$ cat config.mk
export PLATFORM = sky130hd
export DESIGN_NAME = cska_apb_top
export DESIGN_NICKNAME = d
export VERILOG_FILES = /design/src/design/cska_pkg.sv /design/src/design/cska_skip_block.sv /design/src/design/cska_group16.sv /design/src/design/cska_adder64.sv /design/src/design/cska_apb_regs.sv /design/src/design/cska_apb_top.sv
export SDC_FILE = /design/constraint.sdc
export NUM_CORES = 1
export LEC_CHECK = 0
export BUFFER_PORTS_ARGS = -buffer_cell sky130_fd_sc_hd__buf_4
export CAP_MARGIN = 20
export CORE_UTILIZATION = 45
export CTS_BUF_LIST = sky130_fd_sc_hd__clkbuf_8 sky130_fd_sc_hd__clkbuf_16
export DETAILED_ROUTE_END_ITERATION = 16
export HOLD_SLACK_MARGIN = 0.1
export REMOVE_ABC_BUFFERS = 1
export SETUP_SLACK_MARGIN = 0.5
export SLEW_MARGIN = 0
export SYNTH_ARGS = -nofsm -noshare
export SYNTH_HDL_FRONTEND = slang
export SYNTH_SLANG_ARGS = --single-unit
$ cat constraint.sdc
create_clock -name clk -period 29.3 [get_ports clk]
set_input_delay 2.93 -clock clk [delete_from_list [all_inputs] [get_ports clk]]
set_output_delay 2.93 -clock clk [all_outputs]
set_load 0.02 [all_outputs]
$ cat src/design/cska_pkg.sv
package cska_pkg;

   // datapath widths fixed by the carry-skip structure.
   localparam int data_w   = 64;
   localparam int group_w  = 16;
   localparam int nibble_w = 4;

   // apb bus widths.
   localparam int apb_addr_w = 8;
   localparam int apb_data_w = 32;

   typedef logic [data_w-1:0]     word_t;
   typedef logic [group_w-1:0]    group_t;
   typedef logic [nibble_w-1:0]   nibble_t;
   typedef logic [apb_addr_w-1:0] apb_addr_t;
   typedef logic [apb_data_w-1:0] apb_data_t;

   // register map.
   localparam apb_addr_t reg_a_lo   = 8'h00;
   localparam apb_addr_t reg_a_hi   = 8'h04;
   localparam apb_addr_t reg_b_lo   = 8'h08;
   localparam apb_addr_t reg_b_hi   = 8'h0C;
   localparam apb_addr_t reg_ctrl   = 8'h10;
   localparam apb_addr_t reg_status = 8'h14;
   localparam apb_addr_t reg_sum_lo = 8'h18;
   localparam apb_addr_t reg_sum_hi = 8'h1C;

   // control and status bit positions.
   localparam int ctrl_cin_bit     = 0;
   localparam int ctrl_start_bit   = 1;
   localparam int status_done_bit  = 0;
   localparam int status_cout_bit  = 1;
   localparam int status_busy_bit  = 2;

   typedef struct packed {
      word_t a;
      word_t b;
      logic  cin;
   } add_op_t;

   typedef struct packed {
      word_t sum;
      logic  cout;
   } add_res_t;

endpackage

$ cat src/design/cska_skip_block.sv
`timescale 1ns/1ps

module cska_skip_block (
   input  cska_pkg::nibble_t a,
   input  cska_pkg::nibble_t b,
   input  logic              cin,
   output cska_pkg::nibble_t sum,
   output logic              cout
);

   cska_pkg::nibble_t             p;
   cska_pkg::nibble_t             g;
   logic [cska_pkg::nibble_w:0]   c;
   logic                          group_p;
   logic                          ripple_cout;

   // per-bit propagate and generate.
   assign p = a ^ b;
   assign g = a & b;

   assign c[0] = cin;

   // ripple chain through the nibble.
   for (genvar i = 0; i < cska_pkg::nibble_w; i++) begin : g_ripple
      assign c[i+1] = g[i] | (p[i] & c[i]);
   end

   assign sum = p ^ c[cska_pkg::nibble_w-1:0];

   assign ripple_cout = c[cska_pkg::nibble_w];

   // all bits propagate, so the carry-in passes straight through.
   assign group_p = &p;

   assign cout = group_p ? cin : ripple_cout;

endmodule

$ cat src/design/cska_group16.sv
`timescale 1ns/1ps

module cska_group16 (
   input  cska_pkg::group_t a,
   input  cska_pkg::group_t b,
   input  logic             cin,
   output cska_pkg::group_t sum,
   output logic             cout
);

   localparam int n_blocks = cska_pkg::group_w / cska_pkg::nibble_w;

   logic [n_blocks:0] carry;

   assign carry[0] = cin;

   // skip blocks chained through their carries.
   for (genvar i = 0; i < n_blocks; i++) begin : g_block
      cska_skip_block u_blk (
         .a    (a[i*cska_pkg::nibble_w +: cska_pkg::nibble_w]),
         .b    (b[i*cska_pkg::nibble_w +: cska_pkg::nibble_w]),
         .cin  (carry[i]),
         .sum  (sum[i*cska_pkg::nibble_w +: cska_pkg::nibble_w]),
         .cout (carry[i+1])
      );
   end

   assign cout = carry[n_blocks];

endmodule

$ cat src/design/cska_adder64.sv
`timescale 1ns/1ps

module cska_adder64 (
   input  logic               clk,
   input  logic               rst,
   input  logic               op_valid,
   input  cska_pkg::add_op_t  op,
   output logic               res_valid,
   output cska_pkg::add_res_t res
);

   localparam int n_groups = cska_pkg::data_w / cska_pkg::group_w;

   cska_pkg::add_op_t    op_r;
   logic                 op_r_valid;
   cska_pkg::word_t      sum_c;
   logic [n_groups:0]    carry;

   // operand stage.
   always_ff @(posedge clk) begin
      if (rst) begin
         op_r_valid <= 1'b0;
      end else begin
         op_r_valid <= op_valid;
      end
   end

   always_ff @(posedge clk) begin
      if (op_valid) begin
         op_r <= op;
      end
   end

   assign carry[0] = op_r.cin;

   for (genvar i = 0; i < n_groups; i++) begin : g_group
      cska_group16 u_grp (
         .a    (op_r.a[i*cska_pkg::group_w +: cska_pkg::group_w]),
         .b    (op_r.b[i*cska_pkg::group_w +: cska_pkg::group_w]),
         .cin  (carry[i]),
         .sum  (sum_c[i*cska_pkg::group_w +: cska_pkg::group_w]),
         .cout (carry[i+1])
      );
   end

   // result stage.
   always_ff @(posedge clk) begin
      if (rst) begin
         res_valid <= 1'b0;
      end else begin
         res_valid <= op_r_valid;
      end
   end

   always_ff @(posedge clk) begin
      if (op_r_valid) begin
         res.sum  <= sum_c;
         res.cout <= carry[n_groups];
      end
   end

endmodule

$ cat src/design/cska_apb_regs.sv
`timescale 1ns/1ps

module cska_apb_regs (
   input  logic                clk,
   input  logic                rst,
   input  cska_pkg::apb_addr_t paddr,
   input  logic                psel,
   input  logic                penable,
   input  logic                pwrite,
   input  cska_pkg::apb_data_t pwdata,
   output cska_pkg::apb_data_t prdata,
   output logic                pready,
   output logic                pslverr,
   output logic                op_valid,
   output cska_pkg::add_op_t   op,
   input  logic                res_valid,
   input  cska_pkg::add_res_t  res
);

   localparam int lo_w = cska_pkg::apb_data_w;

   cska_pkg::word_t a_r;
   cska_pkg::word_t b_r;
   logic            cin_r;
   cska_pkg::word_t sum_r;
   logic            cout_r;
   logic            done_r;
   logic            busy_r;

   logic            access;
   logic            mapped;
   logic            read_only;
   logic            wr_en;
   logic            wr_ctrl;
   logic            start;

   assign access = psel & penable;

   always_comb begin
      case (paddr)
         cska_pkg::reg_a_lo,
         cska_pkg::reg_a_hi,
         cska_pkg::reg_b_lo,
         cska_pkg::reg_b_hi,
         cska_pkg::reg_ctrl,
         cska_pkg::reg_status,
         cska_pkg::reg_sum_lo,
         cska_pkg::reg_sum_hi: mapped = 1'b1;
         default:              mapped = 1'b0;
      endcase
   end

   assign read_only = (paddr == cska_pkg::reg_status) |
                      (paddr == cska_pkg::reg_sum_lo) |
                      (paddr == cska_pkg::reg_sum_hi);

   // no wait states.
   assign pready  = 1'b1;
   assign pslverr = access & (~mapped | (pwrite & read_only));

   assign wr_en   = access & pwrite & ~pslverr;
   assign wr_ctrl = wr_en & (paddr == cska_pkg::reg_ctrl);
   assign start   = wr_ctrl & pwdata[cska_pkg::ctrl_start_bit];

   // cin written with the start goes straight into the launched op.
   assign op_valid = start;
   assign op.a     = a_r;
   assign op.b     = b_r;
   assign op.cin   = wr_ctrl ? pwdata[cska_pkg::ctrl_cin_bit] : cin_r;

   always_ff @(posedge clk) begin
      if (rst) begin
         a_r   <= '0;
         b_r   <= '0;
         cin_r <= 1'b0;
      end else if (wr_en) begin
         case (paddr)
            cska_pkg::reg_a_lo: a_r[lo_w-1:0]              <= pwdata;
            cska_pkg::reg_a_hi: a_r[cska_pkg::data_w-1:lo_w] <= pwdata;
            cska_pkg::reg_b_lo: b_r[lo_w-1:0]              <= pwdata;
            cska_pkg::reg_b_hi: b_r[cska_pkg::data_w-1:lo_w] <= pwdata;
            cska_pkg::reg_ctrl: cin_r <= pwdata[cska_pkg::ctrl_cin_bit];
            default: ;
         endcase
      end
   end

   // the later result simply overwrites an earlier one.
   always_ff @(posedge clk) begin
      if (rst) begin
         sum_r  <= '0;
         cout_r <= 1'b0;
      end else if (res_valid) begin
         sum_r  <= res.sum;
         cout_r <= res.cout;
      end
   end

   // a start in the same cycle as a result wins, since a newer op is in flight.
   always_ff @(posedge clk) begin
      if (rst) begin
         done_r <= 1'b0;
         busy_r <= 1'b0;
      end else if (start) begin
         done_r <= 1'b0;
         busy_r <= 1'b1;
      end else if (res_valid) begin
         done_r <= 1'b1;
         busy_r <= 1'b0;
      end
   end

   always_comb begin
      prdata = '0;
      if (access & ~pwrite) begin
         case (paddr)
            cska_pkg::reg_a_lo:   prdata = a_r[lo_w-1:0];
            cska_pkg::reg_a_hi:   prdata = a_r[cska_pkg::data_w-1:lo_w];
            cska_pkg::reg_b_lo:   prdata = b_r[lo_w-1:0];
            cska_pkg::reg_b_hi:   prdata = b_r[cska_pkg::data_w-1:lo_w];
            cska_pkg::reg_ctrl:   prdata[cska_pkg::ctrl_cin_bit] = cin_r;
            cska_pkg::reg_status: begin
               prdata[cska_pkg::status_done_bit] = done_r;
               prdata[cska_pkg::status_cout_bit] = cout_r;
               prdata[cska_pkg::status_busy_bit] = busy_r;
            end
            cska_pkg::reg_sum_lo: prdata = sum_r[lo_w-1:0];
            cska_pkg::reg_sum_hi: prdata = sum_r[cska_pkg::data_w-1:lo_w];
            default:              prdata = '0;
         endcase
      end
   end

endmodule

$ cat src/design/cska_apb_top.sv
`timescale 1ns/1ps

module cska_apb_top (
   input  logic                clk,
   input  logic                rst,
   input  cska_pkg::apb_addr_t paddr,
   input  logic                psel,
   input  logic                penable,
   input  logic                pwrite,
   input  cska_pkg::apb_data_t pwdata,
   output cska_pkg::apb_data_t prdata,
   output logic                pready,
   output logic                pslverr
);

   logic               op_valid;
   cska_pkg::add_op_t  op;
   logic               res_valid;
   cska_pkg::add_res_t res;

   cska_apb_regs u_regs (
      .clk       (clk),
      .rst       (rst),
      .paddr     (paddr),
      .psel      (psel),
      .penable   (penable),
      .pwrite    (pwrite),
      .pwdata    (pwdata),
      .prdata    (prdata),
      .pready    (pready),
      .pslverr   (pslverr),
      .op_valid  (op_valid),
      .op        (op),
      .res_valid (res_valid),
      .res       (res)
   );

   // two-stage pipelined adder with the result valid two cycles after launch.
   cska_adder64 u_adder (
      .clk       (clk),
      .rst       (rst),
      .op_valid  (op_valid),
      .op        (op),
      .res_valid (res_valid),
      .res       (res)
   );

endmodule

Yosys cells after proc, flatten, opt, wreduce, memory -nomap -nowiden. Memory sizes are Yosys's and may differ from the RTL's. Index checks and enable logic that the tools add are counted.

ROM bits: 32. Input port bits: 45. Logic and storage cells: 263. Bits in registers: 392. Memories: 1. Output and inout port bits: 34.

Memory list: (name not given) (words 32, width 1, rd ports 1, clocked after memory_dff 0, wr ports 0, RTL line cska_apb_regs.sv:40) `case (paddr)`.

Multiplexer cells: 24. Reductions and logical operators: 25. Eq/ne operators: 7. Bitwise gates (word level): 190.

Operator list (count): $pmux 29 s6 (1); $xor 4x4->4 (32); $and 1x1->1 (72); $or 1x1->1 (67); $and 4x4->4 (16); $reduce_and 4->1 (16); $eq 8x5->1 const B (4); $mux 32 (1); $mux 1 (20); $eq 8x4->1 const B (2); $pmux 2 s7 (1); $reduce_and 2->1 (5); $eq 8x3->1 const B (1); $logic_not 8->1 (1); $pmux 1 s8 (1); $logic_not 3->1 (1); $not 1->1 (3); $reduce_bool 2->1 (1); $reduce_or 2->1 (1).

Logic depth before layout (Yosys ltp).
Word-level depth: 145. Depth in mapped cells: 99. Depth with buffers taken out: 99.

Hierarchy. Synthesis repeated with hierarchy kept, for this count alone.

Cells, all modules: 1530. Area total of the unflattened synthesis: 17329.1 um^2.

By module, submodules not included: cska_apb_regs (area an instance 8568.2 um^2, seq. area each 3923.8 um^2, instances 1, cells an instance 1028); cska_adder64 (area an instance 5878.1 um^2, seq. area each 5865.6 um^2, instances 1, cells an instance 198); cska_skip_block (area an instance 180.2 um^2, seq. area each 0.0 um^2, instances 16, cells an instance 19).

Worst setup path before layout. No wires, ideal clock.

Path kind: register -> register. Start point: register u_adder.op_r[65] in the netlist's numbering. End point: register, netlist name u_adder.res[0]. Library setup time: 0.265 ns. Data arrival time: 27.910 ns. Stages on the path, launching flop included: 100. Setup slack: 1.125 ns. Data required time: 29.035 ns. Path buffers: 0. Cells stage by stage: edfxtp_1 inv_1 fa_1 inv_1 fa_1 fa_1 fa_1 mux2_2 fa_1 fa_1 fa_1 fa_1 a41oi_1 nor2_1 fa_1 fa_1 fa_1 fa_1 (+64 left out) fa_1 fa_1 nor2b_1 nor2_1 fa_1 fa_1 fa_1 fa_1 nand2_1 o31ai_1 fa_1 fa_1 fa_1 inv_1 fa_1 nor2_1 a31oi_1 o21ai_0.

Cells in the longest elaborated chain, start to end: 145.

Ends and longest elaborated chain: start, declared (RTL line cska_adder64.sv:14) `cska_pkg::add_op_t op_r;`; start signal, assigned (RTL line cska_adder64.sv:30) `op_r <= op;`; $xor 4x4->4 (RTL line cska_skip_block.sv:18) `assign p = a ^ b;`; $and 1x1->1 (RTL line cska_skip_block.sv:25) `assign c[i+1] = g[i] | (p[i] & c[i]);`; $or 1x1->1 (RTL line cska_skip_block.sv:25); $and 1x1->1 (RTL line cska_skip_block.sv:25); $or 1x1->1 (RTL line cska_skip_block.sv:25); $and 1x1->1 (RTL line cska_skip_block.sv:25); $or 1x1->1 (RTL line cska_skip_block.sv:25); $and 1x1->1 (RTL line cska_skip_block.sv:25); (+130 left out); $and 1x1->1 (RTL line cska_skip_block.sv:25); $or 1x1->1 (RTL line cska_skip_block.sv:25); $and 1x1->1 (RTL line cska_skip_block.sv:25); $or 1x1->1 (RTL line cska_skip_block.sv:25); $and 1x1->1 (RTL line cska_skip_block.sv:25); $or 1x1->1 (RTL line cska_skip_block.sv:25); $mux 1 * (RTL line cska_skip_block.sv:35) `assign cout = group_p ? cin : ripple_cout;`; named net u_adder.g_group[3].u_grp.cout (RTL line cska_group16.sv:8) `output logic cout`.

Mark *: on every way through the listed nets, which the timed path passes. The rest lies on a longest branch. A chain may end at the register's enable or synchronous reset.

Final worst setup path.
Start point: register u_adder.op_r[65] in the netlist's numbering. End point: register, netlist name u_adder.res[0].

Cells in the longest elaborated chain, start to end: 145.

Ends and longest elaborated chain (RTL line): $xor 4x4->4 (cska_skip_block.sv:18); $and 1x1->1 (cska_skip_block.sv:25); $or 1x1->1 (cska_skip_block.sv:25); $and 1x1->1 (cska_skip_block.sv:25); $or 1x1->1 (cska_skip_block.sv:25); $and 1x1->1 (cska_skip_block.sv:25); $or 1x1->1 (cska_skip_block.sv:25); $and 1x1->1 (cska_skip_block.sv:25); (+130 left out); $and 1x1->1 (cska_skip_block.sv:25); $or 1x1->1 (cska_skip_block.sv:25); $and 1x1->1 (cska_skip_block.sv:25); $or 1x1->1 (cska_skip_block.sv:25); $and 1x1->1 (cska_skip_block.sv:25); $or 1x1->1 (cska_skip_block.sv:25); $mux 1 * (cska_skip_block.sv:35); named net u_adder.g_group[3].u_grp.cout (cska_group16.sv:8).

Marked as above.

==> implementation parameters <==
Parameter                              Value

Final layout
  Count of inserted antenna diode cells ... 0
  Share of cells above drive strength 1 ... 19.3%
  Signed area change from the synthesized netlist to the final layout ... 17.8%
  Most frequent standard cell in the layout excluding fill and tap cells ... sky130_fd_sc_hd__nand2_1
  Summed area of non-filler cells in the final layout ... 0.0194 mm2
  Most frequent cells in the layout ... sky130_fd_sc_hd__nand2_1, sky130_fd_sc_hd__dfxtp_1, sky130_fd_sc_hd__edfxtp_1
  Nets ... 1657

Synth
  Fraction of synthesized cell area taken by the top area cell type ... 35.3%
  Post-synthesis instance area ... 0.0165 mm2
  Async SR Flop Fraction ... 0%
  Top cells by area, synth ... sky130_fd_sc_hd__edfxtp_1, sky130_fd_sc_hd__dfxtp_1, sky130_fd_sc_hd__fa_1, sky130_fd_sc_hd__nand2_1, sky130_fd_sc_hd__ha_1
  Simple-gate portion of the synthesized area ... 10.4%
  Average instance area after synthesis ... 11.9 um2
  Multiplexer share of the synthesized area ... 4.47%
  Synthesis Warnings ... 0
  Synthesized-area fraction occupied by ao, oa, aoi and oai cells ... 10.5%
  Synthesized instance count ... 1387
  Adder-Cell Fraction of Synth Area ... 12.6%
  Library cell with the largest summed area after synthesis ... sky130_fd_sc_hd__edfxtp_1
  Parity-gate share of the synthesized area counting xor and xnor cells ... 0%
  Dominant synthesized flop cell ... sky130_fd_sc_hd__dfxtp_1
  Number of enable flip-flop cells after synthesis ... 194
  Number of storage elements in the synthesis netlist ... 392
  Largest family of logic cells by synthesized area ... adder cells
  Count of distinct cell types in the synthesized netlist ... 46
  Register area share after synthesis ... 59.3%

STA
  Number of endpoints with negative hold slack in the final report ... 0
  Worst Tran Pin Value ... 1.05 ns
  Count of final setup violators ... 0
  Post-route worst hold slack ... 0.454 ns
  Maximum frequency from static timing analysis ... 0.0359 GHz
  Setup repair after global routing missed its margin ... yes
  Max Slew Vio Count ... 0
  Final period demand of the worst path ... 27.88 ns
  Period utilization ... 95.1%
  Slew margin rel. ... 30.0%
  Sum of negative setup slack ... 0 ns
  Final setup slack of the worst path ... 1.42 ns
  Largest clock skew in the final design ... 0.0121 ns

Worst setup path
  Data required time of the worst path ... 29.59 ns
  CP Class ... flip-flop to flip-flop
  Worst reg2reg path depth ... 112
  Maximum net fanout on the critical path ... 3
  Sort of element at the end of the critical path ... flip-flop
  Cell at the slowest stage of the critical path ... sky130_fd_sc_hd__edfxtp_1
  Critical path's largest stage delay ... 0.42 ns
  CP dominant cell by count ... sky130_fd_sc_hd__fa_2
  Element type at the critical path start ... flip-flop
  Crit path arrival time ... 28.16 ns

Die
  Core Footprint ... 0.0358 mm2
  DIE AREA ... 0.0374 mm2
  Floorplan row count ... 69
  Initial Util ... 46.0%
  Floorplan die width ... 193 um
  Height of the chip ... 193 um
  Number of primary I/O pins ... 79

Route
  TritonRoute pass-1 iters ... 12
  Overall via count from detail_route ... 10800
  Post-Route WL ... 41200 um
  DR DRC count ... 4
  Average wire per standard cell ... 20.8 um
  Vias per cell ... 5.43
  Antenna violation net count after detailed routing ... 0
  Number of DRC violations after detailed-routing iteration 0 ... 577

GRT
  Overflow after GRT ... 0
  Grt peak-use layer ... met2
  Largest net degree at the start of global routing ... 115
  GRT Overall Usage ... 22.0%
  Grt met3 use ... 3.77%
  Global-route wire length before repair ... 63200 um
  Number of antenna violations at the first check in global routing ... 0
  Met1 Resource Use GR ... 28.7%
  Vias in the first global route ... 10900
  GR met2 Demand/Resource ... 38.3%

Power
  Leakage Power ... 7.42 nW
  Overall power consumption ... 0.00114 W
  Largest voltage drop on the vdd net ... 47.0 uV
  PwrDens ... 58.6 mW/mm2

Place
  IO Port Bufs ... 77
  HPWL after detailed placement ... 25600 um
  GPL Wtd Cong ... 0.796
  Post-place setup slack ... -1.06 ns
  Post-detailed-placement cell area ... 0.0176 mm2

Outcome
  Outcome ... finished with violations
  Violated checks ... design-rule violations

CTS
  CTS tree ... built
  Clock slew seen by the registers of the worst setup and hold paths ... 0.07 ns
  Clk root buf ... sky130_fd_sc_hd__clkbuf_16
  Bufs on Longest Clock Path ... 3
  Hold_buf cts ... 0
  Clock network latency to the later pin of the worst-skew pair ... 0.54 ns
  Total clock buffers created by CTS ... 42
  Clock sink total ... 392
  H-tree depth ... 2

Worst hold path
  Worst hold path class ... flip-flop to flip-flop
  Worst hold path cell count ... 0

Run
  Total of max-cap violations ... 0
-- power breakdown --
group | switching [W] | total, W | internal (W)
Sequential | 0.00000000240 | 0.000569 | 0.000569
Clock | 0.000219 | 0.000554 | 0.000335
Combinational | 0.0000109 | 0.0000159 | 0.00000500
Total | 0.000230 | 0.00114 | 0.000909
-- cell usage after synthesis (12+ instances only) --
library cell               instances
sky130_fd_sc_hd__a21oi_1         139
sky130_fd_sc_hd__a31oi_1          35
sky130_fd_sc_hd__clkbuf_1         47
sky130_fd_sc_hd__edfxtp_1        194
sky130_fd_sc_hd__ha_1             64
sky130_fd_sc_hd__nand2_1         272
sky130_fd_sc_hd__dfxtp_1         198
sky130_fd_sc_hd__inv_1            12
sky130_fd_sc_hd__buf_2            23
sky130_fd_sc_hd__nand4_1          14
sky130_fd_sc_hd__a22oi_1          93
sky130_fd_sc_hd__nor2_1           87
sky130_fd_sc_hd__fa_1             64
sky130_fd_sc_hd__mux2i_1          67
-- timing repair --
action / CTS / global route
pin swaps: 5 / 18
buffers inserted: 20 / 1
setup endpoints to repair: 5 / 4
gates resized for setup: 38 / 38
-- layout make-up --
type	instances	area, um2
repair buffers	135	1040
clock buffers	50	1190
flip-flops and latches	392	9800
inverters	12	47.5
multi-input cells	901	6510
fillers	3041	16400
well taps	461	577
clock inverters	28	269
-- routing by layer --
metal / vias to the layer above / routed length (um) / part of all wire, %
met4: 0 / 636 / 1.5
met1: 5299 / 17600 / 43
li1: 5089 / - / -
met3: 54 / 2510 / 6.1
met5: - / 0 / 0
met2: 308 / 20400 / 50
-- logic make-up (layout without fill, tap and decap cells) --
kind of cell / Yosys count / in the layout
mux: 73 / 73
compound gates: 285 / 285
buf+inv: 94 / 225
simple gates: 414 / 414
fa+ha+maj: 128 / 128
other cells: 1 / 1
flops: 392 / 392
-- critical path: cells and delay by family, from the launching register on --
| kind | cells | cell delay (ns) |
|---|---|---|
| AND/OR/NAND/NOR | 13 | 1.28 |
| multiplexers | 4 | 1.18 |
| flip-flops | 1 | 0.42 |
| AO/OA/AOI/OAI | 12 | 1.40 |
| buffers and inverters | 23 | 2.04 |
| adder cells (fa/ha/maj) | 60 | 21.34 |
-- worst paths after layout --
check / from / end / slack (ns)
worst max-delay path: u_adder.op_r[65]$_DFFE_PP_ / u_adder.res[0]$_DFFE_PP_ / 1.42
worst min-delay path: u_regs.a_r[40]$_SDFFE_PP0P_ / u_adder.op_r[105]$_DFFE_PP_ / 0.45
worst max register to register: u_adder.op_r[65]$_DFFE_PP_ / u_adder.res[0]$_DFFE_PP_ / 1.42
worst min register to register: u_regs.a_r[40]$_SDFFE_PP0P_ / u_adder.op_r[105]$_DFFE_PP_ / 0.45
-- sequential cells by signal, indices dropped and copies added, names as in the netlist --
register / count
u_adder.carry: 1
u_adder.op_r: 128
u_adder.op_r_valid: 1
u_adder.res: 65
u_adder.res_valid: 1
u_regs.a_r: 64
u_regs.b_r: 64
u_regs.busy_r: 1
u_regs.cin_r: 1
u_regs.cout_r: 1
u_regs.done_r: 1
u_regs.sum_r: 64
-- stage by stage --
stage	instances	utilization [%]
finish	1979	54.2
global placement	1879	49.1
CTS	1977	53.9
detailed placement	1879	49.1
floorplan	1305	-
global route	1979	54.2
No activity file was read; power rests on OpenSTA's default activity.
